==> config.mk <==
export PLATFORM = sky130hd
export DESIGN_NAME = enemyMover
export DESIGN_NICKNAME = d
export VERILOG_FILES = /design/src/hw/gamePkg.sv /design/src/hw/enemyMover.sv
export SDC_FILE = /design/constraint.sdc
export NUM_CORES = 1
export LEC_CHECK = 0
export BUFFER_PORTS_ARGS = -buffer_cell sky130_fd_sc_hd__clkbuf_2
export CAP_MARGIN = 25
export CORE_MARGIN = 3
export CORE_UTILIZATION = 50
export CTS_CLUSTER_SIZE = 30
export DETAILED_ROUTE_END_ITERATION = 12
export GPL_TIMING_DRIVEN = 0
export PLACE_DENSITY_LB_ADDON = 0.3
export SYNTH_ARGS = -nofsm -noshare
export SYNTH_HDL_FRONTEND = slang
export SYNTH_SLANG_ARGS = --single-unit
==> constraint.sdc <==
create_clock -name clk -period 5.05 [get_ports clk]
set_clock_uncertainty 0.15 [all_clocks]
set_input_delay 1.01 -clock clk [delete_from_list [all_inputs] [get_ports clk]]
set_output_delay 1.01 -clock clk [all_outputs]
set_load 0.02 [all_outputs]
==> src/hw/gamePkg.sv <==
// ==================================================
// game object types
// screen limits, fixed point format, pixel and draw
// request structs shared by the movers and combiner
// ==================================================
package gamePkg;

	// visible raster area
	localparam int SCREEN_WIDTH = 640;
	localparam int SCREEN_HEIGHT = 480;

	// positions keep 6 fraction bits, one pixel is 64 units
	localparam int FIXED_POINT_SHIFT = 6;

	typedef logic [10:0] coordT; // unsigned pixel coordinate
	typedef logic [7:0] colorT; // RGB332

	localparam colorT TRANSPARENT_COLOR = 8'hFF; // nothing drawn here

	// x and y of one pixel or one corner
	typedef struct packed {
		coordT x;
		coordT y;
	} pixelPosT;

	// what a mover hands on for the current pixel
	typedef struct packed {
		logic drawingRequest; // pixel inside the object
		pixelPosT topLeft; // integer top left corner
	} objectDrawT;

	// enemy heading, or decoded player step
	typedef enum logic [1:0] {
		MOVE_LEFT,
		MOVE_RIGHT,
		MOVE_STOP
	} moveDirT;

endpackage

==> src/hw/enemyMover.sv <==
`timescale 1ns/1ps
// ==================================================
// enemy mover
// bounces a solid block left and right in 1/64 pixel
// steps and flags raster pixels inside its bracket
// ==================================================
module enemyMover #(
	parameter int INITIAL_X = 240,
	parameter int INITIAL_Y = 200,
	parameter int OBJECT_WIDTH = 30,
	parameter int OBJECT_HEIGHT = 30,
	parameter int X_SPEED = 120 // 1/64 pixel per frame
) (
	input logic clk,
	input logic resetN,
	input logic startOfFrame,
	input gamePkg::pixelPosT pixel,
	output gamePkg::objectDrawT enemyDraw
);
	import gamePkg::*;

	localparam int FIXED_MULT = 1 << FIXED_POINT_SHIFT;
	localparam int RIGHT_LIMIT = (SCREEN_WIDTH - OBJECT_WIDTH) * FIXED_MULT;

	int xFixed; // signed x, may dip below zero before turning
	moveDirT dir; // current heading
	moveDirT nextDir; // heading after the edge check
	pixelPosT topLeft;
	logic insideBracket;
	logic drawReq;

	// integer corner, division truncates toward zero
	always_comb begin
		topLeft.x = coordT'(xFixed / FIXED_MULT);
		topLeft.y = coordT'(INITIAL_Y); // no vertical motion
	end

	// turn around once past either edge
	always_comb begin
		nextDir = dir;
		if (xFixed < 0)
			nextDir = MOVE_RIGHT; // left edge crossed
		else if (xFixed > RIGHT_LIMIT)
			nextDir = MOVE_LEFT; // right edge crossed
	end

	// near edges inclusive, far edges excluded
	// blanking coordinates never draw
	always_comb begin
		insideBracket = (int'(pixel.x) >= int'(topLeft.x))
			&& (int'(pixel.x) < int'(topLeft.x) + OBJECT_WIDTH)
			&& (int'(pixel.y) >= int'(topLeft.y))
			&& (int'(pixel.y) < int'(topLeft.y) + OBJECT_HEIGHT)
			&& (int'(pixel.x) < SCREEN_WIDTH)
			&& (int'(pixel.y) < SCREEN_HEIGHT);
	end

	always_ff @(posedge clk or negedge resetN) begin
		if (!resetN) begin
			xFixed <= INITIAL_X * FIXED_MULT;
			dir <= MOVE_RIGHT;
			drawReq <= 1'b0;
		end else begin
			drawReq <= insideBracket; // answers the pixel of the previous cycle
			if (startOfFrame) begin
				dir <= nextDir;
				case (nextDir)
					MOVE_LEFT: xFixed <= xFixed - X_SPEED;
					MOVE_RIGHT: xFixed <= xFixed + X_SPEED;
					default: xFixed <= xFixed; // enemy never stops
				endcase
			end
		end
	end

	always_comb begin
		enemyDraw.drawingRequest = drawReq;
		enemyDraw.topLeft = topLeft;
	end

endmodule

**Word level (Yosys, flattened, before mapping)**

Cells that the tools add are included.

- Output and inout bits: 23
- Word-level logic and storage cells: 29
- Flip-flop bits (word level): 35
- Input port bits: 25

- Multiplexer cells: 3
- Equality and inequality tests: 1
- Add/subtract/negate cells: 4
- Order comparisons: 8
- Bitwise gates (word level): 1
- Reductions and logical operators: 9

Operators with widths:

| operator | count |
|---|---|
| $pmux 32 s2 | 1 |
| $add 32x8->32 const B | 1 |
| $gt 32x17->1 const B | 1 |
| $lt 32x1->1 const B | 1 |
| $sub 32x8->32 const B | 1 |
| $add 11x5->12 const B | 1 |
| $lt 11x12->1 | 1 |
| $add 11x1->11 | 1 |
| $ge 11x11->1 | 1 |
| $ge 11x8->1 const B | 1 |
| $lt 11x10->1 const B | 1 |
| $lt 11x8->1 const B | 1 |
| $lt 11x9->1 const B | 1 |
| $reduce_or 6->1 | 1 |
| $logic_and 1x1->1 | 5 |
| $mux 2 | 2 |
| $eq 2x1->1 const B | 1 |
| $logic_not 2->1 | 1 |
| $reduce_and 2->1 | 1 |
| $reduce_bool 2->1 | 1 |
| $and 1x1->1 | 1 |

**Logic depth before layout (Yosys ltp)**

Gate-level depths: netlist (run 1).

- Depth after elaboration: 10
- Depth in mapped cells: 18
- Depth with buffers taken out: 17

**Worst setup path before layout (run 1)**

Ideal clock, no wire load.

- Path type: reg-to-reg
- From: register xFixed[10] in the netlist's numbering
- To: register xFixed[31] in the netlist's numbering
- Arrival: 4,088 ps
- Buffers on the path: 0
- Period minus slack after synthesis: 4,317 ps
- Stages on the path, launching flop included: 18
- Data required time: 4,821 ps
- Library setup time: 79 ps
- Slack: 733 ps
- Path through: dfstp_2 > nor3_1 > nand2_1 > a311o_1 > a21oi_2 > nand2_1 > nor2_1 > nor2_1 > inv_1 > fa_1 > a21oi_1 > o21ai_1 > nand3_1 > a31oi_1 > a2111oi_0 > nor2_1 > a21oi_1 > mux2i_1

- Word-level cells in the longest chain between the ends: 6
- Elaborated cells on any way between the ends: 11
- Classes of those cells: add/sub: 2; order compare: 2; eq/ne: 1; mux: 3; reduce/logical: 3

Ends and longest elaborated chain:

| item | line | RTL |
|---|---|---|
| from (decl) | enemyMover.sv:25 | `int xFixed;` |
| from (signal assigned) | enemyMover.sv:60 | `xFixed <= INITIAL_X * FIXED_MULT;` |
| from (signal assigned) | enemyMover.sv:68 | `MOVE_LEFT: xFixed <= xFixed - X_SPEED;` |
| from (signal assigned) | enemyMover.sv:69 | `MOVE_RIGHT: xFixed <= xFixed + X_SPEED;` |
| $gt 32x17->1 | enemyMover.sv:43 | `else if (xFixed > RIGHT_LIMIT)` |
| $mux 2 | enemyMover.sv:43 |  |
| $mux 2 | enemyMover.sv:41 | `if (xFixed < 0)` |
| $eq 2x1->1 or $logic_not 2->1 (tied branches) | enemyMover.sv:67 | `case (nextDir)` |
| $reduce_bool 2->1 (no line) | - |  |
| $reduce_and 2->1 (no line) | - |  |

Parallel ways exist; a longest one is shown, timed or not.
A chain may end at the register's enable or synchronous reset.

**Worst setup path after layout (run 1)**

- From: register xFixed[3] in the netlist's numbering
- To: register xFixed[31] in the netlist's numbering

The elaborated chain is that of the path after synthesis.

==> flow_summary.json, run 1 <==
{
  "grt_pass1_wl_um": 13500,
  "drt-wirelength-per-cell_um": 13.4,
  "hold_viol": 0,
  "gp_congestion": 0.891,
  "synthTopCellsByArea": "dfrtp_1 (19%), ha_1 (17%), o21ai_0 (7.0%), xnor2_1 (7.0%), a21oi_1 (5.8%)",
  "pre_cts_slack_ps": 621,
  "cp_max_fo": 20,
  "dieArea_mm2": 0.00806,
  "vdd_drop_max_v": 0.000224,
  "synth_commonest_cells": "nand2_1 (53), ha_1 (49), o21ai_0 (49), a21oi_1 (41), xnor2_1 (28)",
  "drive_gt1_share_pct": 15.9,
  "grt_util_all_layers_pct": 19.5,
  "viasPerCell": 5.51,
  "power_density_mw_per_mm2": 418,
  "end_kind": "flop",
  "min_delay_path_depth": 2,
  "crit_start": "xFixed[3]",
  "cp_data_required_time_ps": 5110,
  "clock-sinks": 32,
  "worstMarginPinSlew_ps": 837,
  "grtUsageMet2_pct": 32.3,
  "wirelength_um": 7740,
  "grt_start_max_net_pins": 33,
  "cts_htree_levels": 2,
  "drtAntennaViolNets": 0,
  "grt_busiest_layer": "met2",
  "synth_ff_type": "dfrtp_1",
  "core_area_mm2": 0.00657,
  "hold_path_end": "dir[0]",
  "cts_tree": "built",
  "grt_pass1_vias": 3048,
  "cts_resized": 0,
  "fin_nets": 557,
  "multiInputGateArea_mm2": 0.00248,
  "synth_top_area_share_pct": 19.3,
  "drt_pass1_iterations": 4,
  "fin_ws_ps": 571,
  "worstPathCellList": "o41ai_2 -> nand2_1 -> a311o_1 -> a21oi_2 -> nand2_1 -> nor2_1 -> nor2_2 -> buf_16 -> ha_1 -> a21oi_1 -> o21ai_0 -> a21oi_1 -> a31oi_1 -> a2111oi_0 -> nor2_1 -> a21oi_1 -> mux2i_1",
  "std_cell_rows": 29,
  "fin_crit_sh_pct": 88.7,
  "cp_slowest_stage_delay_ps": 490,
  "initial_utilization_pct": 53.4,
  "seq_area_frac_synth_pct": 23.0,
  "worstSetupPathType": "flop to flop",
  "post_dp_cell_area_mm2": 0.00386,
  "setup_viol": 0,
  "maxSlewViolCount": 0,
  "clk_path_buf_depth": 2,
  "clock_latency_ps": 280,
  "ff2ff_path_depth": 17,
  "antenna_found_initial": 0,
  "cpMaxStageDelayCell": "a2111oi_0",
  "ys_warn_count": 0,
  "clk_pin_slew_ps": 70,
  "worstSetupStartpointType": "flop",
  "cts_setup_buffers": 0,
  "die_y_um": 89.8,
  "portBuffers": 35,
  "drc": 0,
  "min_from": "dir[0]",
  "die_w_um": 89.8,
  "use_met1_pct": 26.5,
  "critPathArrivalTime_ps": 4540,
  "reg2reg_to": "xFixed[31]",
  "yosysUniqueCellTypes": 57,
  "fill_cells": 572,
  "setup_tns_ps": 0,
  "area_growth_pct": 12.4,
  "drv_cap": 0,
  "grt-ovfl-total": 0,
  "synth_seq_cells": 32,
  "fin_area_mm2": 0.00395,
  "reg2reg_from": "xFixed[3]",
  "syn-instance-count": 430,
  "max_freq_mhz": 223,
  "seq_area_um2": 807,
  "ioPinCount": 48,
  "synth_edf_count": 0,
  "numCtsBuffers": 5,
  "hp-class": "flop to flop",
  "min_period_ps": 4480,
  "regToRegSetupSlack_ps": 570,
  "yosysMostFrequentCell": "nand2_1",
  "ctsHoldBuffers": 0,
  "power.total_uw": 1650,
  "post_synth.cell_area_avg_um2": 8.16,
  "outcome": "finished, final reports clean",
  "cts-root-buf": "clkbuf_8",
  "antenna_cells": 0,
  "crit_top_cell": "a21oi_1",
  "drt_iter0_markers": 135,
  "vias": 3175,
  "rsz0062_at_grt": "false",
  "dpl.hpwl_um": 6100,
  "synth_top_cell_by_area": "dfrtp_1",
  "ys_async_sr_fraction_pct": 100,
  "syn_area_mm2": 0.00351,
  "grt_util_met3_pct": 3.51,
  "slew_headroom_pct": 44.2,
  "p_leak_uw": 0.00182
}
-- worst max-delay path: cells and delay by family, from the launching register on --
family                   cells  cell delay (ps)
adder cells (fa/ha/maj)      1              350
flip-flops                   1              460
AND/OR/NAND/NOR              5              550
AO/OA/AOI/OAI                9             2490
buffers and inverters        1              180
multiplexers                 1              210
-- metrics by stage --
stage	instances	utilization, %	hold WS [ps]
2_1_floorplan	439	-	325
5_1_grt	576	60.1	404
3_5_place_dp	568	58.8	353
4_1_cts	576	60.1	362
6_report	576	60.1	364
3_3_place_gp	567	58.4	339
-- flip-flops by register name (all words and copies together) (netlist names) --
register and count:
xFixed 29, dir 2, drawReq 1
-- layout make-up --
type	instances	area share, %
inverters	26	2.47
clock buffers	8	2.03
plain buffers	19	3.96
well taps	93	2.95
multi-input cells	362	63.0
repair buffers	36	5.14
flip-flops and latches	32	20.5
-- power breakdown --
| group | total [µW] | internal (µW) | leakage (µW) | switching, µW |
|---|---|---|---|---|
| logic | 1000 | 431 | 0.00138 | 572 |
| registers | 449 | 341 | 0.000402 | 108 |
| clock network | 196 | 98.1 | 0.0000395 | 97.9 |
-- worst max-delay path by stage --
stage | end | cells after the start
3_3_place_gp | xFixed[31] | 17
2_1_floorplan | xFixed[31] | 17
4_1_cts | xFixed[31] | 17
6_report | xFixed[31] | 17
3_5_place_dp | xFixed[31] | 17
5_1_grt | xFixed[31] | 17
-- per-layer routing --
layer  vias up  part of all wire [%]
met5         -                     0
met4         0                  0.12
met3         2                   5.2
met2        72                    47
met1      1472                    48
li1       1629                     -
-- placed cells by master, fill, tap and decap left out, drive strengths merged, types with 11 or more instances in the layout --
| cell type | count |
|---|---|
| xor2 | 15 |
| conb | 11 |
| nor2 | 21 |
| inv | 26 |
| o21ai | 51 |
| nand2 | 53 |
| a21oi | 42 |
| clkbuf | 45 |
| buf | 18 |
| ha | 49 |
| dfrtp | 27 |
| xnor2 | 28 |
-- cell families after synthesis --
group           after synthesis  share of synthesized area (%)
other cells                   2                          0.214
xor+xnor                     43                           10.7
mux                           3                          0.891
fa+ha+maj                    50                           18.0
buf+inv                      45                           7.24
flops                        32                           23.0
compound gates              137                           23.7
simple gates                118                           16.2
(Power assumes the default switching activity.)
==> inputs of run 2 (changes only) <==
--- a/config.mk
+++ b/config.mk
@@ -12,7 +12,7 @@
 export CTS_CLUSTER_SIZE = 30
 export DETAILED_ROUTE_END_ITERATION = 12
 export GPL_TIMING_DRIVEN = 0
-export PLACE_DENSITY_LB_ADDON = 0.3
+export PLACE_DENSITY_LB_ADDON = 0.05
 export SYNTH_ARGS = -nofsm -noshare
 export SYNTH_HDL_FRONTEND = slang
 export SYNTH_SLANG_ARGS = --single-unit
==> constraint.sdc (replaced) <==
create_clock -name clk -period 4.77 [get_ports clk]
set_clock_uncertainty 0.15 [all_clocks]
set_input_delay 0.954 -clock clk [delete_from_list [all_inputs] [get_ports clk]]
set_output_delay 0.954 -clock clk [all_outputs]
set_load 0.02 [all_outputs]
==> flow_summary.json, run 2 (synthesized netlist as in run 1, its figures left out) <==
{
  "drive_gt1_share_pct": 18.2,
  "std_cell_rows": 29,
  "fin_area_mm2": 0.00399,
  "grt_util_all_layers_pct": 19.2,
  "most-common-layout-cells": "nand2_1 (53), ha_1 (49), o21ai_0 (48)",
  "fin_nets": 558,
  "clock_latency_ps": 290,
  "crit_buf_inv": 1,
  "cts-root-buf": "clkbuf_8",
  "drt_pass1_iterations": 4,
  "cts_htree_levels": 2,
  "clk_path_buf_depth": 2,
  "worstSetupStartpointType": "flop",
  "cp_max_fo": 14,
  "setup_viol": 0,
  "core_area_mm2": 0.00657,
  "die_w_um": 89.8,
  "fin_crit_sh_pct": 91.4,
  "layout_commonest_cell": "nand2_1",
  "worstPathCellList": "o41ai_2 -> nand2_1 -> a311o_1 -> a21oi_2 -> nand2_1 -> nor2_1 -> nor2_2 -> buf_8 -> ha_1 -> a21oi_1 -> o21ai_0 -> a21oi_2 -> a31oi_2 -> a2111oi_2 -> nor2_1 -> a21oi_1 -> mux2i_1",
  "grt_pass1_vias": 2854,
  "reg2reg_to": "xFixed[31]",
  "viasPerCell": 5.35,
  "post_dp_cell_area_mm2": 0.00385,
  "power_density_mw_per_mm2": 442,
  "hold_viol": 0,
  "vias": 3089,
  "crit_family": "compound AO/OA/AOI/OAI gates",
  "antenna_cells": 0,
  "drc": 0,
  "drt_iter0_markers": 98,
  "ioPinCount": 48,
  "top_regs": "xFixed (29), dir (2), drawReq (1)",
  "grt_pass1_wl_um": 13100,
  "cp_data_required_time_ps": 4830,
  "dieArea_mm2": 0.00806,
  "largest_reg_flops": 29,
  "min_from": "dir[0]",
  "vdd_drop_max_v": 0.000200,
  "end_kind": "flop",
  "clock-sinks": 32,
  "max_freq_mhz": 229,
  "numCtsBuffers": 5,
  "wirelength_um": 7700,
  "hold_path_end": "dir[0]",
  "portBuffers": 35,
  "cp_slowest_stage_delay_ps": 470,
  "whs_ps": 366,
  "p_leak_uw": 0.00184,
  "initial_utilization_pct": 53.4,
  "die_y_um": 89.8,
  "slew_headroom_pct": 45.7,
  "fill_cells": 627,
  "antenna_found_initial": 0,
  "drtAntennaViolNets": 0,
  "maxSlewViolCount": 0,
  "min_delay_path_depth": 2,
  "gp_congestion": 0.886,
  "worstSetupPathType": "flop to flop",
  "drv_cap": 0,
  "area_growth_pct": 13.8,
  "grt_start_max_net_pins": 33,
  "dpl.hpwl_um": 6230,
  "ctsHoldBuffers": 0,
  "reg2reg_from": "xFixed[3]",
  "worstMarginPinSlew_ps": 815,
  "regMostFlops": "xFixed",
  "regToRegSetupSlack_ps": 410,
  "ff2ff_path_depth": 17,
  "min_period_ps": 4360,
  "outcome": "finished, final reports clean",
  "cpMaxStageDelayCell": "dfrtp_2",
  "hp-class": "flop to flop",
  "clk_pin_slew_ps": 80,
  "rsz0062_at_grt": "false",
  "grt-ovfl-total": 0,
  "critPathArrivalTime_ps": 4430,
  "drt-wirelength-per-cell_um": 13.3,
  "cts_tree": "built"
}
## run 2: cell type report
class	instances	area [µm²]	share of cell area, %
clock inverters	1	7.51	0.188
repair buffers	37	198	4.95
inverters	26	97.6	2.44
well taps	93	116	2.91
flip-flops and latches	32	808	20.2
multi-input cells	362	2520	63.2
clock buffers	7	86.3	2.16
plain buffers	19	156	3.92
## run 2: worst max-delay path by stage
stage | from | to | cells after the start
2_1_floorplan | xFixed[10] | xFixed[31] | 17
3_3_place_gp | xFixed[10] | xFixed[31] | 17
3_5_place_dp | xFixed[3] | xFixed[30] | 18
4_1_cts | xFixed[3] | xFixed[30] | 18
5_1_grt | xFixed[3] | xFixed[30] | 18
6_report | xFixed[3] | xFixed[31] | 17
## run 2: per-layer routing
| metal | global-route usage [%] | share of wire (%) | up-vias |
|---|---|---|---|
| li1 | - | - | 1638 |
| met1 | 26.9 | 53 | 1402 |
| met2 | 30.8 | 44 | 45 |
| met3 | 3.67 | 2.8 | 4 |
| met4 | 4.60 | 0.90 | 0 |
| met5 | 0 | 0 | - |
## run 2: stage by stage
stage	total power [µW]	instances	TNS, ps	setup slack (ps)	utilization (%)
after floorplan	1280	439	0	453	-
after global routing	1960	577	0	14.1	60.8
after detailed placement	1540	568	0	272	58.7
after global placement	1510	567	-7630	-753	58.4
after CTS	1770	576	0	214	60.1
final	1770	577	0	408	60.8
## run 2: tightest hold or removal path, stage by stage (launching register included)
cell and delay [ps]:
dfstp_2 370, o21ai_0 60, o21ai_0 80
## run 2: report_power, final
| part | internal [µW] | switching (µW) | leakage (µW) |
|---|---|---|---|
| Sequential | 362 | 118 | 0.000401 |
| Combinational | 460 | 607 | 0.00139 |
| Clock | 117 | 102 | 0.0000445 |
| Total | 939 | 827 | 0.00184 |
## run 2: repair_timing
item                                    4_1_cts  5_1_grt
setup buffers                                 0        1
endpoints found under the setup margin        0        5
resized for setup                             0       10
==> inputs of run 3 (changes only) <==
--- a/config.mk
+++ b/config.mk
@@ -13,6 +13,7 @@
 export DETAILED_ROUTE_END_ITERATION = 12
 export GPL_TIMING_DRIVEN = 0
 export PLACE_DENSITY_LB_ADDON = 0.05
+export REMOVE_ABC_BUFFERS = 1
 export SYNTH_ARGS = -nofsm -noshare
 export SYNTH_HDL_FRONTEND = slang
 export SYNTH_SLANG_ARGS = --single-unit
==> flow_summary.json, run 3 (synthesized netlist as in run 1, its figures left out) <==
{
  "wl_met2_um": 3200,
  "initial_utilization_pct": 53.4,
  "cts_tree": "built",
  "top_regs": "xFixed (29), dir (2), drawReq (1)",
  "m1WireLength_um": 4040,
  "ctsHoldBuffers": 0,
  "clock-sinks": 32,
  "route.top_layer_used": "met4",
  "grt_pass1_vias": 2855,
  "end_kind": "flop",
  "numCtsBuffers": 5,
  "cp_data_required_time_ps": 4830,
  "worstSetupPathType": "flop to flop",
  "slew_headroom_pct": 44.0,
  "grt-ovfl-total": 0,
  "die_y_um": 89.8,
  "viasPerCell": 5.45,
  "cts-root-buf": "clkbuf_8",
  "fin_ws_ps": 314,
  "std_cell_rows": 29,
  "most-common-layout-cells": "nand2_1 (53), ha_1 (49), o21ai_0 (48)",
  "maxSlewViolCount": 0,
  "worstSetupStartpointType": "flop",
  "pre_cts_slack_ps": 159,
  "worstPathCellList": "o41ai_4 -> nand2_1 -> a311o_1 -> a21oi_2 -> nand2_1 -> nor2_1 -> nor2_2 -> buf_8 -> ha_1 -> a21oi_1 -> nor2_1 -> a211oi_1 -> a31oi_4 -> a2111oi_2 -> nor2_1 -> a21oi_1 -> mux2i_1",
  "wirelength_um": 7580,
  "outcome": "finished, final reports clean",
  "fin_area_mm2": 0.00386,
  "power_density_mw_per_mm2": 462,
  "portBuffers": 35,
  "largest_reg_flops": 29,
  "p_leak_uw": 0.00175,
  "hold_viol": 0,
  "setup_tns_ps": 0,
  "post_dp_cell_area_mm2": 0.00370,
  "drc": 0,
  "core_area_mm2": 0.00657,
  "grt_util_all_layers_pct": 18.7,
  "cts_htree_levels": 2,
  "max_freq_mhz": 224,
  "crit_top_cell": "nor2_1",
  "antenna_cells": 0,
  "cpMaxStageDelayCell": "dfrtp_1",
  "clk_path_buf_depth": 2,
  "min_period_ps": 4460,
  "ioPinCount": 48,
  "vdd_drop_max_v": 0.000322,
  "drive_gt1_share_pct": 14.6,
  "drtAntennaViolNets": 0,
  "wl_met3_um": 256,
  "grt_pass1_wl_um": 13000,
  "clk_pin_slew_ps": 70,
  "antenna_found_initial": 0,
  "cp_slowest_stage_delay_ps": 450,
  "die_w_um": 89.8,
  "cp_max_fo": 14,
  "clock_latency_ps": 290,
  "grt_start_max_net_pins": 61,
  "gp_congestion": 0.864,
  "dieArea_mm2": 0.00806,
  "critPathArrivalTime_ps": 4520,
  "drt_iter0_markers": 106,
  "regMostFlops": "xFixed",
  "fin_nets": 539,
  "drt_pass1_iterations": 4,
  "drv_cap": 0,
  "drt-wirelength-per-cell_um": 13.6,
  "hp-class": "flop to flop",
  "layout_commonest_cell": "nand2_1",
  "area_growth_pct": 9.98,
  "setup_viol": 0,
  "vias": 3043,
  "worstMarginPinSlew_ps": 840,
  "dpl.hpwl_um": 5820,
  "utilization_pct": 58.8,
  "whs_ps": 369,
  "fin_crit_sh_pct": 93.4
}
-- run 3: worst max-delay path: cells and delay by family (launching register included) --
family / cells / cell delay [ps]
AOI/OAI and AO/OA: 8 / 2350
and+or+nand+nor: 6 / 670
DFF: 1 / 450
adders and majority gates: 1 / 360
muxes: 1 / 200
buffers and inverters: 1 / 190
-- run 3: report_power, final --
part	total (µW)	switching, µW	internal [µW]
registers	492	131	361
clock network	236	104	132
logic	1050	605	448
-- run 3: worst paths after layout --
path / startpoint / to / slack (ps) / depth (start not counted)
min: xFixed[13] / xFixed[13] / 370 / 2
max: xFixed[5] / xFixed[31] / 310 / 17
min reg2reg: xFixed[13] / xFixed[13] / 370 / 2
max reg2reg: xFixed[5] / xFixed[31] / 310 / 17
max in group asynchronous: resetN / xFixed[3] / 3290 / 1
min in group asynchronous: resetN / xFixed[9] / 610 / 1
-- run 3: per-stage QoR --
stage	cells	power, µW
CTS	557	1770
floorplan	420	1270
finish	558	1780
global route	558	1960
detailed placement	549	1530
global placement	548	1500
-- run 3: what timing repair did --
item | in CTS | in global routing
gates resized for setup | 0 | 11
endpoints found under the setup margin | 0 | 7
buffers inserted | 0 | 1
-- run 3: area by class of cell --
| type | instances | area [µm²] |
|---|---|---|
| Clock buffer | 8 | 100 |
| Fill cell | 611 | 2710 |
| Inverter | 26 | 97.6 |
| Multi-Input combinational cell | 362 | 2540 |
| Sequential cell | 32 | 808 |
| Tap cell | 93 | 116 |
| Timing Repair Buffer | 37 | 198 |
-- run 3: routing by layer --
layer / global-route usage [%] / vias up
met5: 0 / -
met4: 4.21 / 0
met3: 2.92 / 8
met2: 29.0 / 60
met1: 27.5 / 1386
li1: - / 1589
